--- config.mk ---
export PLATFORM = sky130hd
export DESIGN_NAME = trig_unit_top
export DESIGN_NICKNAME = d
export VERILOG_FILES = /design/src/design/trig_pkg.sv /design/src/design/access_if.sv /design/src/design/access_fifo.sv /design/src/design/mem_op_splitter.sv /design/src/design/trig_csr_bank.sv /design/src/design/trig_mem_match.sv /design/src/design/trig_unit_top.sv
export SDC_FILE = /design/constraint.sdc
export NUM_CORES = 2
export LEC_CHECK = 0
export BUFFER_PORTS_ARGS = -buffer_cell sky130_fd_sc_hd__clkbuf_2
export CAP_MARGIN = 15
export CORE_UTILIZATION = 55
export CTS_CLUSTER_SIZE = 16
export DETAILED_ROUTE_END_ITERATION = 10
export PLACE_DENSITY_LB_ADDON = 0.15
export SETUP_SLACK_MARGIN = 0.4
export SLEW_MARGIN = 20
export SYNTH_ARGS = -nofsm -noshare
export SYNTH_HDL_FRONTEND = slang
export SYNTH_SLANG_ARGS = --single-unit
export TNS_END_PERCENT = 1
--- constraint.sdc ---
create_clock -name clk_i -period 20.4 [get_ports clk_i]
set_clock_uncertainty 0.1 [all_clocks]
set_input_delay 3.06 -clock clk_i [delete_from_list [all_inputs] [get_ports clk_i]]
set_output_delay 3.06 -clock clk_i [all_outputs]
set_load 0.05 [all_outputs]
--- src/design/trig_pkg.sv ---
`default_nettype none

package trig_pkg;

  // Match field encodings of tdata1 for the supported modes
  typedef enum logic [3:0] {
    MATCH_EQUAL = 4'd0,
    MATCH_GE    = 4'd2,
    MATCH_LT    = 4'd3
  } match_mode_e;

  // Register select on the CSR port
  typedef enum logic {
    REG_TDATA1 = 1'b0,
    REG_TDATA2 = 1'b1
  } csr_reg_e;

  typedef enum logic {
    ST_IDLE  = 1'b0,
    ST_SPLIT = 1'b1
  } split_state_e;

  // Bit positions inside tdata1
  localparam int TDATA1_LOAD      = 0;
  localparam int TDATA1_STORE     = 1;
  localparam int TDATA1_ENABLE    = 6;
  localparam int TDATA1_MATCH_LSB = 7;
  localparam int TDATA1_MATCH_MSB = 10;

  typedef struct packed {
    logic [31:0] tdata1;
    logic [31:0] tdata2;
  } trig_cfg_t;

  // One memory operation of a retired instruction
  typedef struct packed {
    logic [31:0] addr;
    logic [3:0]  rmask;
    logic [3:0]  wmask;
    logic [3:0]  op_index;
  } mem_access_t;

endpackage

`default_nettype wire

--- src/design/access_if.sv ---
`timescale 1ns/1ps
`default_nettype none

interface access_if;
  import trig_pkg::*;

  // Write side, fed by the splitter
  logic        wr_en;
  mem_access_t wr_item;
  logic        full;

  // Read side, drained by the matcher
  logic        rd_en;
  mem_access_t rd_item;
  logic        empty;

  modport producer (output wr_en, output wr_item, input full);

  modport buffer (input wr_en, input wr_item, input rd_en,
                  output full, output rd_item, output empty);

  modport consumer (output rd_en, input rd_item, input empty);

endinterface

`default_nettype wire

--- src/design/access_fifo.sv ---
`timescale 1ns/1ps
`default_nettype none

module access_fifo #(
  parameter int FIFO_DEPTH = 4
) (
  input  logic     clk_i,
  input  logic     reset,
  access_if.buffer acc
);
  import trig_pkg::*;

  localparam int PTR_W = (FIFO_DEPTH > 1) ? $clog2(FIFO_DEPTH) : 1;
  localparam int CNT_W = $clog2(FIFO_DEPTH + 1);

  mem_access_t      mem_q [FIFO_DEPTH];
  logic [PTR_W-1:0] wr_ptr_q;
  logic [PTR_W-1:0] rd_ptr_q;
  logic [CNT_W-1:0] count_q;
  logic             push;
  logic             pop;

  assign push = acc.wr_en && !acc.full;
  assign pop  = acc.rd_en && !acc.empty;

  assign acc.full    = (count_q == CNT_W'(FIFO_DEPTH));
  assign acc.empty   = (count_q == '0);
  assign acc.rd_item = mem_q[rd_ptr_q];

  // Pointers wrap explicitly so any depth works
  always_ff @(posedge clk_i) begin
    if (reset) begin
      wr_ptr_q <= '0;
      rd_ptr_q <= '0;
      count_q  <= '0;
    end else begin
      if (push) begin
        wr_ptr_q <= (wr_ptr_q == PTR_W'(FIFO_DEPTH - 1)) ? '0 : wr_ptr_q + 1'b1;
      end
      if (pop) begin
        rd_ptr_q <= (rd_ptr_q == PTR_W'(FIFO_DEPTH - 1)) ? '0 : rd_ptr_q + 1'b1;
      end
      if (push && !pop) begin
        count_q <= count_q + 1'b1;
      end else if (pop && !push) begin
        count_q <= count_q - 1'b1;
      end
    end
  end

  always_ff @(posedge clk_i) begin
    if (push) begin
      mem_q[wr_ptr_q] <= acc.wr_item;
    end
  end

endmodule

`default_nettype wire

--- src/design/mem_op_splitter.sv ---
`timescale 1ns/1ps
`default_nettype none

module mem_op_splitter #(
  parameter int MAX_OPS = 4
) (
  input  logic                   clk_i,
  input  logic                   reset,
  input  logic                   retire_valid,
  input  logic                   retire_exception,
  input  logic                   retire_exec_hit,
  input  logic [3:0]             retire_num_ops,
  input  logic [MAX_OPS*32-1:0]  retire_addr,
  input  logic [MAX_OPS*4-1:0]   retire_rmask,
  input  logic [MAX_OPS*4-1:0]   retire_wmask,
  output logic                   busy,
  access_if.producer             acc
);
  import trig_pkg::*;

  localparam int IDX_W = (MAX_OPS > 1) ? $clog2(MAX_OPS) : 1;

  split_state_e               state_q;
  logic [3:0]                 op_idx_q;
  logic [3:0]                 last_q;
  logic [MAX_OPS-1:0][31:0]   addr_q;
  logic [MAX_OPS-1:0][3:0]    rmask_q;
  logic [MAX_OPS-1:0][3:0]    wmask_q;
  logic [3:0]                 num_ops_clamped;
  logic                       accept;
  mem_access_t                item_d;

  // Trapped or execute-hit instructions carry no data accesses
  assign accept = retire_valid && !busy && !retire_exception && !retire_exec_hit &&
                  (retire_num_ops != 4'd0);

  assign num_ops_clamped = (retire_num_ops > 4'(MAX_OPS)) ? 4'(MAX_OPS) : retire_num_ops;

  assign busy = (state_q == ST_SPLIT);

  always_ff @(posedge clk_i) begin
    if (reset) begin
      state_q  <= ST_IDLE;
      op_idx_q <= '0;
    end else begin
      case (state_q)
        ST_IDLE: begin
          if (accept) begin
            state_q  <= ST_SPLIT;
            op_idx_q <= '0;
          end
        end
        ST_SPLIT: begin
          if (acc.wr_en) begin
            if (op_idx_q == last_q) state_q <= ST_IDLE;
            op_idx_q <= op_idx_q + 4'd1;
          end
        end
        default: state_q <= ST_IDLE;
      endcase
    end
  end

  // Operation vectors of the accepted instruction
  always_ff @(posedge clk_i) begin
    if (accept) begin
      addr_q  <= retire_addr;
      rmask_q <= retire_rmask;
      wmask_q <= retire_wmask;
      last_q  <= num_ops_clamped - 4'd1;
    end
  end

  always_comb begin
    item_d.addr     = addr_q[op_idx_q[IDX_W-1:0]];
    item_d.rmask    = rmask_q[op_idx_q[IDX_W-1:0]];
    item_d.wmask    = wmask_q[op_idx_q[IDX_W-1:0]];
    item_d.op_index = op_idx_q;
  end

  // The item stays put while the FIFO is full
  assign acc.wr_en   = busy && !acc.full;
  assign acc.wr_item = item_d;

endmodule

`default_nettype wire

--- src/design/trig_csr_bank.sv ---
`timescale 1ns/1ps
`default_nettype none

module trig_csr_bank #(
  parameter int NUM_TRIGGERS = 4
) (
  input  logic                            clk_i,
  input  logic                            reset,
  input  logic                            csr_we,
  input  logic [$clog2(NUM_TRIGGERS)-1:0] csr_sel,
  input  trig_pkg::csr_reg_e              csr_reg,
  input  logic [31:0]                     csr_wdata,
  output logic [31:0]                     csr_rdata,
  output trig_pkg::trig_cfg_t             cfg [NUM_TRIGGERS]
);
  import trig_pkg::*;

  logic sel_ok;

  // A select beyond the last trigger neither writes nor reads anything
  assign sel_ok = int'(csr_sel) < NUM_TRIGGERS;

  always_ff @(posedge clk_i) begin
    if (reset) begin
      for (int i = 0; i < NUM_TRIGGERS; i++) begin
        cfg[i] <= '0;
      end
    end else if (csr_we && sel_ok) begin
      if (csr_reg == REG_TDATA1) begin
        cfg[csr_sel].tdata1 <= csr_wdata;
      end else begin
        cfg[csr_sel].tdata2 <= csr_wdata;
      end
    end
  end

  always_comb begin
    csr_rdata = '0;
    if (sel_ok) begin
      if (csr_reg == REG_TDATA1) begin
        csr_rdata = cfg[csr_sel].tdata1;
      end else begin
        csr_rdata = cfg[csr_sel].tdata2;
      end
    end
  end

endmodule

`default_nettype wire

--- src/design/trig_mem_match.sv ---
`timescale 1ns/1ps
`default_nettype none

module trig_mem_match #(
  parameter int NUM_TRIGGERS = 4
) (
  input  logic                    clk_i,
  input  logic                    reset,
  input  trig_pkg::trig_cfg_t     cfg [NUM_TRIGGERS],
  access_if.consumer              acc,
  output logic                    match_valid,
  output logic [NUM_TRIGGERS-1:0] match_vec,
  output logic [3:0]              match_op_index
);
  import trig_pkg::*;

  logic [3:0][31:0]             byte_addr;
  logic [3:0]                   in_first;
  logic [3:0][NUM_TRIGGERS-1:0] byte_hits;
  logic [NUM_TRIGGERS-1:0]      first_vec;
  logic [NUM_TRIGGERS-1:0]      all_vec;
  logic [NUM_TRIGGERS-1:0]      match_d;
  logic                         pop;

  // One byte against one trigger
  function automatic logic trig_byte_hit(trig_cfg_t c, logic [31:0] addr,
                                         logic rd, logic wr);
    logic dir_ok;
    logic addr_ok;
    dir_ok = (c.tdata1[TDATA1_LOAD] && rd) || (c.tdata1[TDATA1_STORE] && wr);
    case (match_mode_e'(c.tdata1[TDATA1_MATCH_MSB:TDATA1_MATCH_LSB]))
      MATCH_EQUAL: addr_ok = (addr == c.tdata2);
      MATCH_GE:    addr_ok = (addr >= c.tdata2);
      MATCH_LT:    addr_ok = (addr < c.tdata2);
      default:     addr_ok = 1'b0;
    endcase
    return c.tdata1[TDATA1_ENABLE] && dir_ok && addr_ok;
  endfunction

  // The matcher never stalls, so it takes the head whenever there is one
  assign acc.rd_en = !acc.empty;
  assign pop       = !acc.empty;

  always_comb begin
    for (int b = 0; b < 4; b++) begin
      byte_addr[b] = acc.rd_item.addr + 32'(b);
    end
  end

  // Bytes sharing the word of byte 0 form a contiguous run from byte 0
  always_comb begin
    for (int b = 0; b < 4; b++) begin
      in_first[b] = (byte_addr[b][31:2] == byte_addr[0][31:2]);
    end
  end

  always_comb begin
    for (int b = 0; b < 4; b++) begin
      for (int t = 0; t < NUM_TRIGGERS; t++) begin
        byte_hits[b][t] = trig_byte_hit(cfg[t], byte_addr[b],
                                        acc.rd_item.rmask[b], acc.rd_item.wmask[b]);
      end
    end
  end

  // A hit in the first word masks out any hit in the next word
  always_comb begin
    first_vec = '0;
    all_vec   = '0;
    for (int b = 0; b < 4; b++) begin
      all_vec = all_vec | byte_hits[b];
      if (in_first[b]) begin
        first_vec = first_vec | byte_hits[b];
      end
    end
    match_d = (|first_vec) ? first_vec : all_vec;
  end

  always_ff @(posedge clk_i) begin
    if (reset) begin
      match_valid <= 1'b0;
    end else begin
      match_valid <= pop;
    end
  end

  always_ff @(posedge clk_i) begin
    if (pop) begin
      match_vec      <= match_d;
      match_op_index <= acc.rd_item.op_index;
    end
  end

endmodule

`default_nettype wire

--- src/design/trig_unit_top.sv ---
`timescale 1ns/1ps
`default_nettype none

module trig_unit_top #(
  parameter int NUM_TRIGGERS = 4,
  parameter int MAX_OPS      = 4,
  parameter int FIFO_DEPTH   = 4
) (
  input  logic                            clk_i,
  input  logic                            reset,
  input  logic                            retire_valid,
  input  logic                            retire_exception,
  input  logic                            retire_exec_hit,
  input  logic [3:0]                      retire_num_ops,
  input  logic [MAX_OPS*32-1:0]           retire_addr,
  input  logic [MAX_OPS*4-1:0]            retire_rmask,
  input  logic [MAX_OPS*4-1:0]            retire_wmask,
  input  logic                            csr_we,
  input  logic [$clog2(NUM_TRIGGERS)-1:0] csr_sel,
  input  trig_pkg::csr_reg_e              csr_reg,
  input  logic [31:0]                     csr_wdata,
  output logic [31:0]                     csr_rdata,
  output logic                            busy,
  output logic                            match_valid,
  output logic [NUM_TRIGGERS-1:0]         match_vec,
  output logic [3:0]                      match_op_index
);
  import trig_pkg::*;

  trig_cfg_t cfg [NUM_TRIGGERS];

  access_if acc_if ();

  trig_csr_bank #(.NUM_TRIGGERS(NUM_TRIGGERS)) i_trig_csr_bank (
    .clk_i     (clk_i),
    .reset     (reset),
    .csr_we    (csr_we),
    .csr_sel   (csr_sel),
    .csr_reg   (csr_reg),
    .csr_wdata (csr_wdata),
    .csr_rdata (csr_rdata),
    .cfg       (cfg)
  );

  mem_op_splitter #(.MAX_OPS(MAX_OPS)) i_mem_op_splitter (
    .clk_i            (clk_i),
    .reset            (reset),
    .retire_valid     (retire_valid),
    .retire_exception (retire_exception),
    .retire_exec_hit  (retire_exec_hit),
    .retire_num_ops   (retire_num_ops),
    .retire_addr      (retire_addr),
    .retire_rmask     (retire_rmask),
    .retire_wmask     (retire_wmask),
    .busy             (busy),
    .acc              (acc_if.producer)
  );

  access_fifo #(.FIFO_DEPTH(FIFO_DEPTH)) i_access_fifo (
    .clk_i (clk_i),
    .reset (reset),
    .acc   (acc_if.buffer)
  );

  trig_mem_match #(.NUM_TRIGGERS(NUM_TRIGGERS)) i_trig_mem_match (
    .clk_i          (clk_i),
    .reset          (reset),
    .cfg            (cfg),
    .acc            (acc_if.consumer),
    .match_valid    (match_valid),
    .match_vec      (match_vec),
    .match_op_index (match_op_index)
  );

endmodule

`default_nettype wire

# Word level (Yosys, flattened, before mapping)
# Memory sizes are Yosys's and may differ from the RTL's. A register that Yosys moved wholly into a read port is not among the register bits.
# Cells that the tools add are included.
word_totals:
  reg_bits: 441
  n_memories: 1
  rom_bits: 0
  ramBits: 176
  inputBits: 205
  latchBits: 0
  elab_cells: 272
op_classes:
  n_eq_ne: 33
  mux: 53
  shift: 0
  n_lt_le_gt_ge: 36
  addsub: 9
  reduce_logical: 104
  div: 0
  n_bitwise: 7
  mul: 0
memory_table:
  columns: ["name", "depth", "width", "read_ports", "rd_ports_with_merged_regs", "wr", "line", "text"]
  rows:
  - ["i_access_fifo.mem_q", 4, 44, 1, 1, 1, "access_fifo.sv:16", "mem_access_t mem_q [FIFO_DEPTH];"]
op_table:
  columns: ["operator", "count"]
  rows:
  - ["bitwise mux 256 bit", 2]
  - ["equality test 32 bit", 16]
  - [">= comparator 32 bit", 16]
  - ["< comparator 32 bit", 16]
  - ["demux 64 bit (select 2 bit)", 2]
  - ["two-way mux 256 bit", 1]
  - ["two-way mux 64 bit", 3]
  - ["binary-select mux 64 bit (select 2 bit)", 1]
  - ["two-way mux 32 bit", 3]
  - ["equality test 30 bit", 3]
  - ["logical AND 1 bit", 73]
  - ["adder 32 x 2 -> 32 bit (second input constant)", 2]
  - ["binary-select mux 32 bit (select 2 bit)", 1]
  - ["case mux 1 bit (3 select lines)", 16]
  - ["two-way mux 4 bit", 9]
  - ["adder 32 x 1 -> 32 bit (second input constant)", 1]
  - ["equality test 4 x 2 -> 1 bit (second input constant)", 8]
  - ["OR 4 bit", 5]
  - ["binary-select mux 4 bit (select 2 bit)", 2]
  - ["zero test 4 bit", 4]
  - ["logical OR 1 bit", 16]
  - ["two-way mux 2 bit", 4]
  - ["case mux 4 bit (2 select lines)", 1]
  - ["zero test 1 bit", 6]
  - ["other kinds (23)", 31]

# Depth between registers and ports, before layout
depth:
  word_depth: 12
  depth_mapped: 22

# Cells and area by module
# Synthesis repeated with hierarchy kept, for this count alone.
unflattened:
  cells_unflattened: 3678
  hier_area_um2: 38434.4
by_module_without_submodules:
  columns: ["mod", "cells_each", "n_inst", "area_each_um2"]
  rows:
  - ["trig_mem_match", 1862, 1, 14123.5]
  - ["trig_csr_bank", 1278, 1, 11199.5]
  - ["access_fifo", 280, 1, 6852.8]
  - ["mem_op_splitter", 258, 1, 6258.5]

# Least setup slack after synthesis
# No wires, ideal clock.
synth_timing:
  path_type: "input port to flip-flop"
  start: "input retire_exec_hit"
  end: "register i_mem_op_splitter.addr_q[0] in the netlist's numbering (enable)"
  t_required_ns: 19.179
  stages: 1
  slack_ns: -0.023
  n_path_buf: 0
  arrival_ns: 19.201
  cell_sequence: "nor4_1"
synth_via:
  elab_chain_cells: 3
synth_lines:
  columns: ["item", "line", "text"]
  rows:
  - ["start, declared", "trig_unit_top.sv:13", "input logic retire_exec_hit,"]
  - ["zero test 1 bit", "mem_op_splitter.sv:34", "assign accept = retire_valid && !busy && !retire_exception && !retire_exec_hit &&"]
  - ["logical AND 1 bit (2 in series)", "mem_op_splitter.sv:34", null]
  - ["end signal, assigned", "mem_op_splitter.sv:67", "addr_q <= retire_addr;"]
  - ["end, declared", "mem_op_splitter.sv:26", "logic [MAX_OPS-1:0][31:0] addr_q;"]
# Every way passes these cells.
# A chain may end at the register's enable or synchronous reset.

# Worst setup path in the final report
layout_timing:
  start: "input csr_sel[0]"
  end: "output csr_rdata[21]"
layout_via:
  elab_chain_cells: 5
layout_lines:
  columns: ["item", "line", "text"]
  rows:
  - ["start, declared", "trig_unit_top.sv:19", "input logic [$clog2(NUM_TRIGGERS)-1:0] csr_sel,"]
  - ["inverter 2 -> 3 bit (not written as such)", "trig_csr_bank.sv:41, trig_csr_bank.sv:43", null]
  - ["binary-select mux 64 bit (select 2 bit)", "trig_csr_bank.sv:41, trig_csr_bank.sv:43", null]
  - ["two-way mux 64 bit (not written as such) (2 in series)", "trig_csr_bank.sv:41", "csr_rdata = cfg[csr_sel].tdata1;"]
  - ["two-way mux 32 bit", "trig_csr_bank.sv:40", "if (csr_reg == REG_TDATA1) begin"]
  - ["end, declared", "trig_unit_top.sv:22", "output logic [31:0] csr_rdata,"]
# Every way passes these cells. The select of a mux whose other input is x is not followed.

==> reports/results.ini <==
[clocking]
cts_buffer_depth = 3
cts-root-buf = clkbuf_16
htreeDepth = 3
ctsResizeCount = 0
clock_latency_ns = 0.62
cts_sinks = 619
cts_tree = done
clk_pin_slew_ns = 0.06
ctsHoldBuffers = 0
numCtsBuffers = 66
cts_setup_buffers = 0

[worst_setup_path]
cp_cell_sequence = buf_4 -> buf_4 -> mux4_2 -> mux2_2 -> clkbuf_2
slowest_delay_ns = 0.75
cp_top_family = buffers and inverters
worst-path-buf-inv = 3
worstPathRequired_ns = 17.24
crit_path_frequent_cell = buf_4
cp_max_fo = 45
crit_path_start_kind = input port
cp-end-kind = output port
cp_slowest_cell = buf_4
path_class = in2out
worstPathArrival_ns = 5.52

[floorplanning]
num_rows = 95
dieArea_sq_um = 69970
initial_core_util = 0.5604
fp.dieW_microns = 264.5
coreArea_sq_um = 67630
io_pins = 247
die_h_microns = 264.5

[pwr]
combinationalPowerShare = 0.459
p_int_mw = 2.804
p_leak_nw = 15.18
ir_drop_v = 0.00009267
switchingPower_mw = 1.895
clockPowerShare = 0.243
power_switching_share = 0.4032
power_density_nw_per_um2 = 112.1
pwr-share-seq = 0.299

[yosys]
netlist_instances = 3660
synth_top_area_cell = edfxtp_1
synth_xor_area_frac = 0.02288
synth_ff_type = edfxtp_1
synth_top_family_by_area = adder cells
syn-cell-area_sq_um = 37900
ys_seq_area_frac = 0.4188
syn_nets = 4381
synthMuxAreaShare = 0.09930
yosys.area_share.simple = 0.1411
synth_fa_ha_area_frac = 0.1703
ys_seq_elements = 619
ys_top_cells_by_area = edfxtp_1 28%, ha_1 17%, dfxtp_1 14%, mux4_2 8.8%, nand2_1 7.0%
synth_compound_area_frac = 0.1134
synth_edf_count = 348
synth.distinct_cells = 77
synth_top_area_frac = 0.2757
avgSynthCellArea_sq_um = 10.36
yosysWarnings = 0
synthArstFlopShare = 0

[cells_and_area]
nets = 4559
n_fill_cell = 5492
final_common_cell = nand2_1
final_cells = 4768
layout_common_cells = 705 x nand2_1, 516 x ha_1, 463 x a21oi_1, 348 x edfxtp_1, 267 x dfxtp_1
syn_to_final_growth_pct = 10.56
drive_gt1_frac = 0.1509

[global_routing]
grt_max_degree = 102
track_usage = 0.3543
grt.overflow.total = 0
grt_pass1_vias = 28671
antenna_found_initial = 5
grt_pass1_wl_microns = 183100

[placed_design]
dp_hpwl_microns = 94940
place_congestion = 1.060
io_buffers = 246
placed_cells = 4642

[sta]
tns_ns = 0
drv_slew = 0
relSlewSlack = 0.1396
setup_violations = 0
worst_pin_slew_ns = 1.279
rsz0062_at_grt = no
period_share = 0.4254
finalCriticalPeriod_ns = 8.678
max_freq_mhz = 115.2
hold_viol = 0

[outcome]
status = completed

[routing]
ant_nets = 0
totalWireLength_microns = 124300
num_vias = 30649
drc = 0
routedWlPerCell_microns = 26.07
drtIter0Drc = 3806
viasPerCell = 6.428
first_pass_iters = 6

[worst_hold_path]
hp-class = reg2reg

[job]
timing.max_cap.violations = 0

-- metrics by stage --
stage          utilization  instance area (sq um)  power, mW  hold WS (ns)  setup WS, ns
6_report            0.6196                  41910      4.699        0.3531         11.72
5_1_grt             0.6195                  41900      4.989        0.3723         11.54
4_1_cts             0.6194                  41890      4.636        0.3546         11.68
3_5_place_dp        0.5885                  39810      3.495        0.3462         11.68
3_3_place_gp        0.5885                  39800      3.443        0.3398         11.74
2_1_floorplan            -                  37910      2.898        0.3331         7.287
-- power by group through the flow --
stage | logic (mW) | clock network [mW] | registers, mW
after global placement | 2.01 | 0 | 1.43
final | 2.16 | 1.14 | 1.40
after global routing | 2.38 | 1.21 | 1.41
after floorplan | 1.46 | 0 | 1.44
after CTS | 2.08 | 1.16 | 1.40
after detailed placement | 2.07 | 0 | 1.43
-- sequential cells by signal (all words and copies together) (netlist names), 16 cells and up, named ones only --
| register | count |
|---|---|
| i_mem_op_splitter.wmask_q | 16 |
| i_trig_csr_bank.cfg | 256 |
| i_mem_op_splitter.rmask_q | 16 |
| i_access_fifo.mem_q | 176 |
| i_mem_op_splitter.addr_q | 128 |
-- area by class of cell --
type,instances,area [sq um],share of cell area
Timing Repair Buffer,279,1490,0.03556
Multi-Input combinational cell,2725,20790,0.4961
Clock inverter,28,261.5,0.006240
Tap cell,873,1092,0.02607
Antenna cell,4,10.01,0.0002389
Clock buffer,93,1823,0.04350
Inverter,147,551.8,0.01317
Sequential cell,619,15890,0.3791
-- cells in the mapped netlist (all sizes together) (10+ instances only) --
library cell / number
nand4: 109
and2: 20
and3: 17
nor2: 113
o211ai: 19
a221oi: 14
clkbuf: 136
ha: 516
a22oi: 18
dfxtp: 271
nor2b: 24
mux4: 148
a21o: 54
xor2: 43
nor4: 31
buf: 33
nand2: 706
mux2: 32
a21oi: 463
xnor2: 56
nand3: 69
a21boi: 10
and4: 17
nand2b: 18
inv: 147
edfxtp: 348
o21ai: 76
nor3: 43
-- cell families (layout without fill, tap and decap cells) --
family	after synthesis	after routing
and+or+nand+nor	1192	1192
muxes	187	187
xor gates and xnor gates	99	99
buffers and inverters	316	547
other	0	4
AOI/OAI and AO/OA	731	731
DFF	619	619
adders and majority gates	516	516
-- layer usage --
metal	vias up	track usage	wire [microns]
met4	4	0.2271	9179
li1	13892	-	-
met2	1725	0.5375	54210
met1	14591	0.4701	48630
met3	437	0.06261	12260
met5	-	0	27
-- worst paths after layout --
kind | start | endpoint | slack [ns] | cells after the start
setup / recovery | csr_sel[0] | csr_rdata[21] | 11.72 | 5
hold / removal | i_trig_csr_bank.cfg[61]$_SDFFE_PP0P_ | i_trig_csr_bank.cfg[61]$_SDFFE_PP0P_ | 0.35 | 2
setup reg to reg | flop | i_trig_mem_match.match_vec[0]$_DFFE_PN_ | 13.18 | 20
hold reg to reg | i_trig_csr_bank.cfg[61]$_SDFFE_PP0P_ | i_trig_csr_bank.cfg[61]$_SDFFE_PP0P_ | 0.35 | 2
-- worst register-to-register path: stages (launching register included) --
cell and delay, ns:
dfxtp_4 0.48, buf_4 0.60, mux4_2 0.76, inv_1 0.29, ha_1 0.20, a21oi_1 0.10
nand2b_1 0.38, nor2_1 0.54, nand2_1 0.28, nor2_1 0.19, xor2_1 0.48, ha_1 0.23
nand4_1 0.18, nor4_1 0.92, nand4_1 0.24, nand2_1 0.12, o21ai_0 0.08, a31oi_1 0.21
nand2_1 0.09, and4_1 0.25, a41o_2 0.24
(Power assumes the default switching activity.)
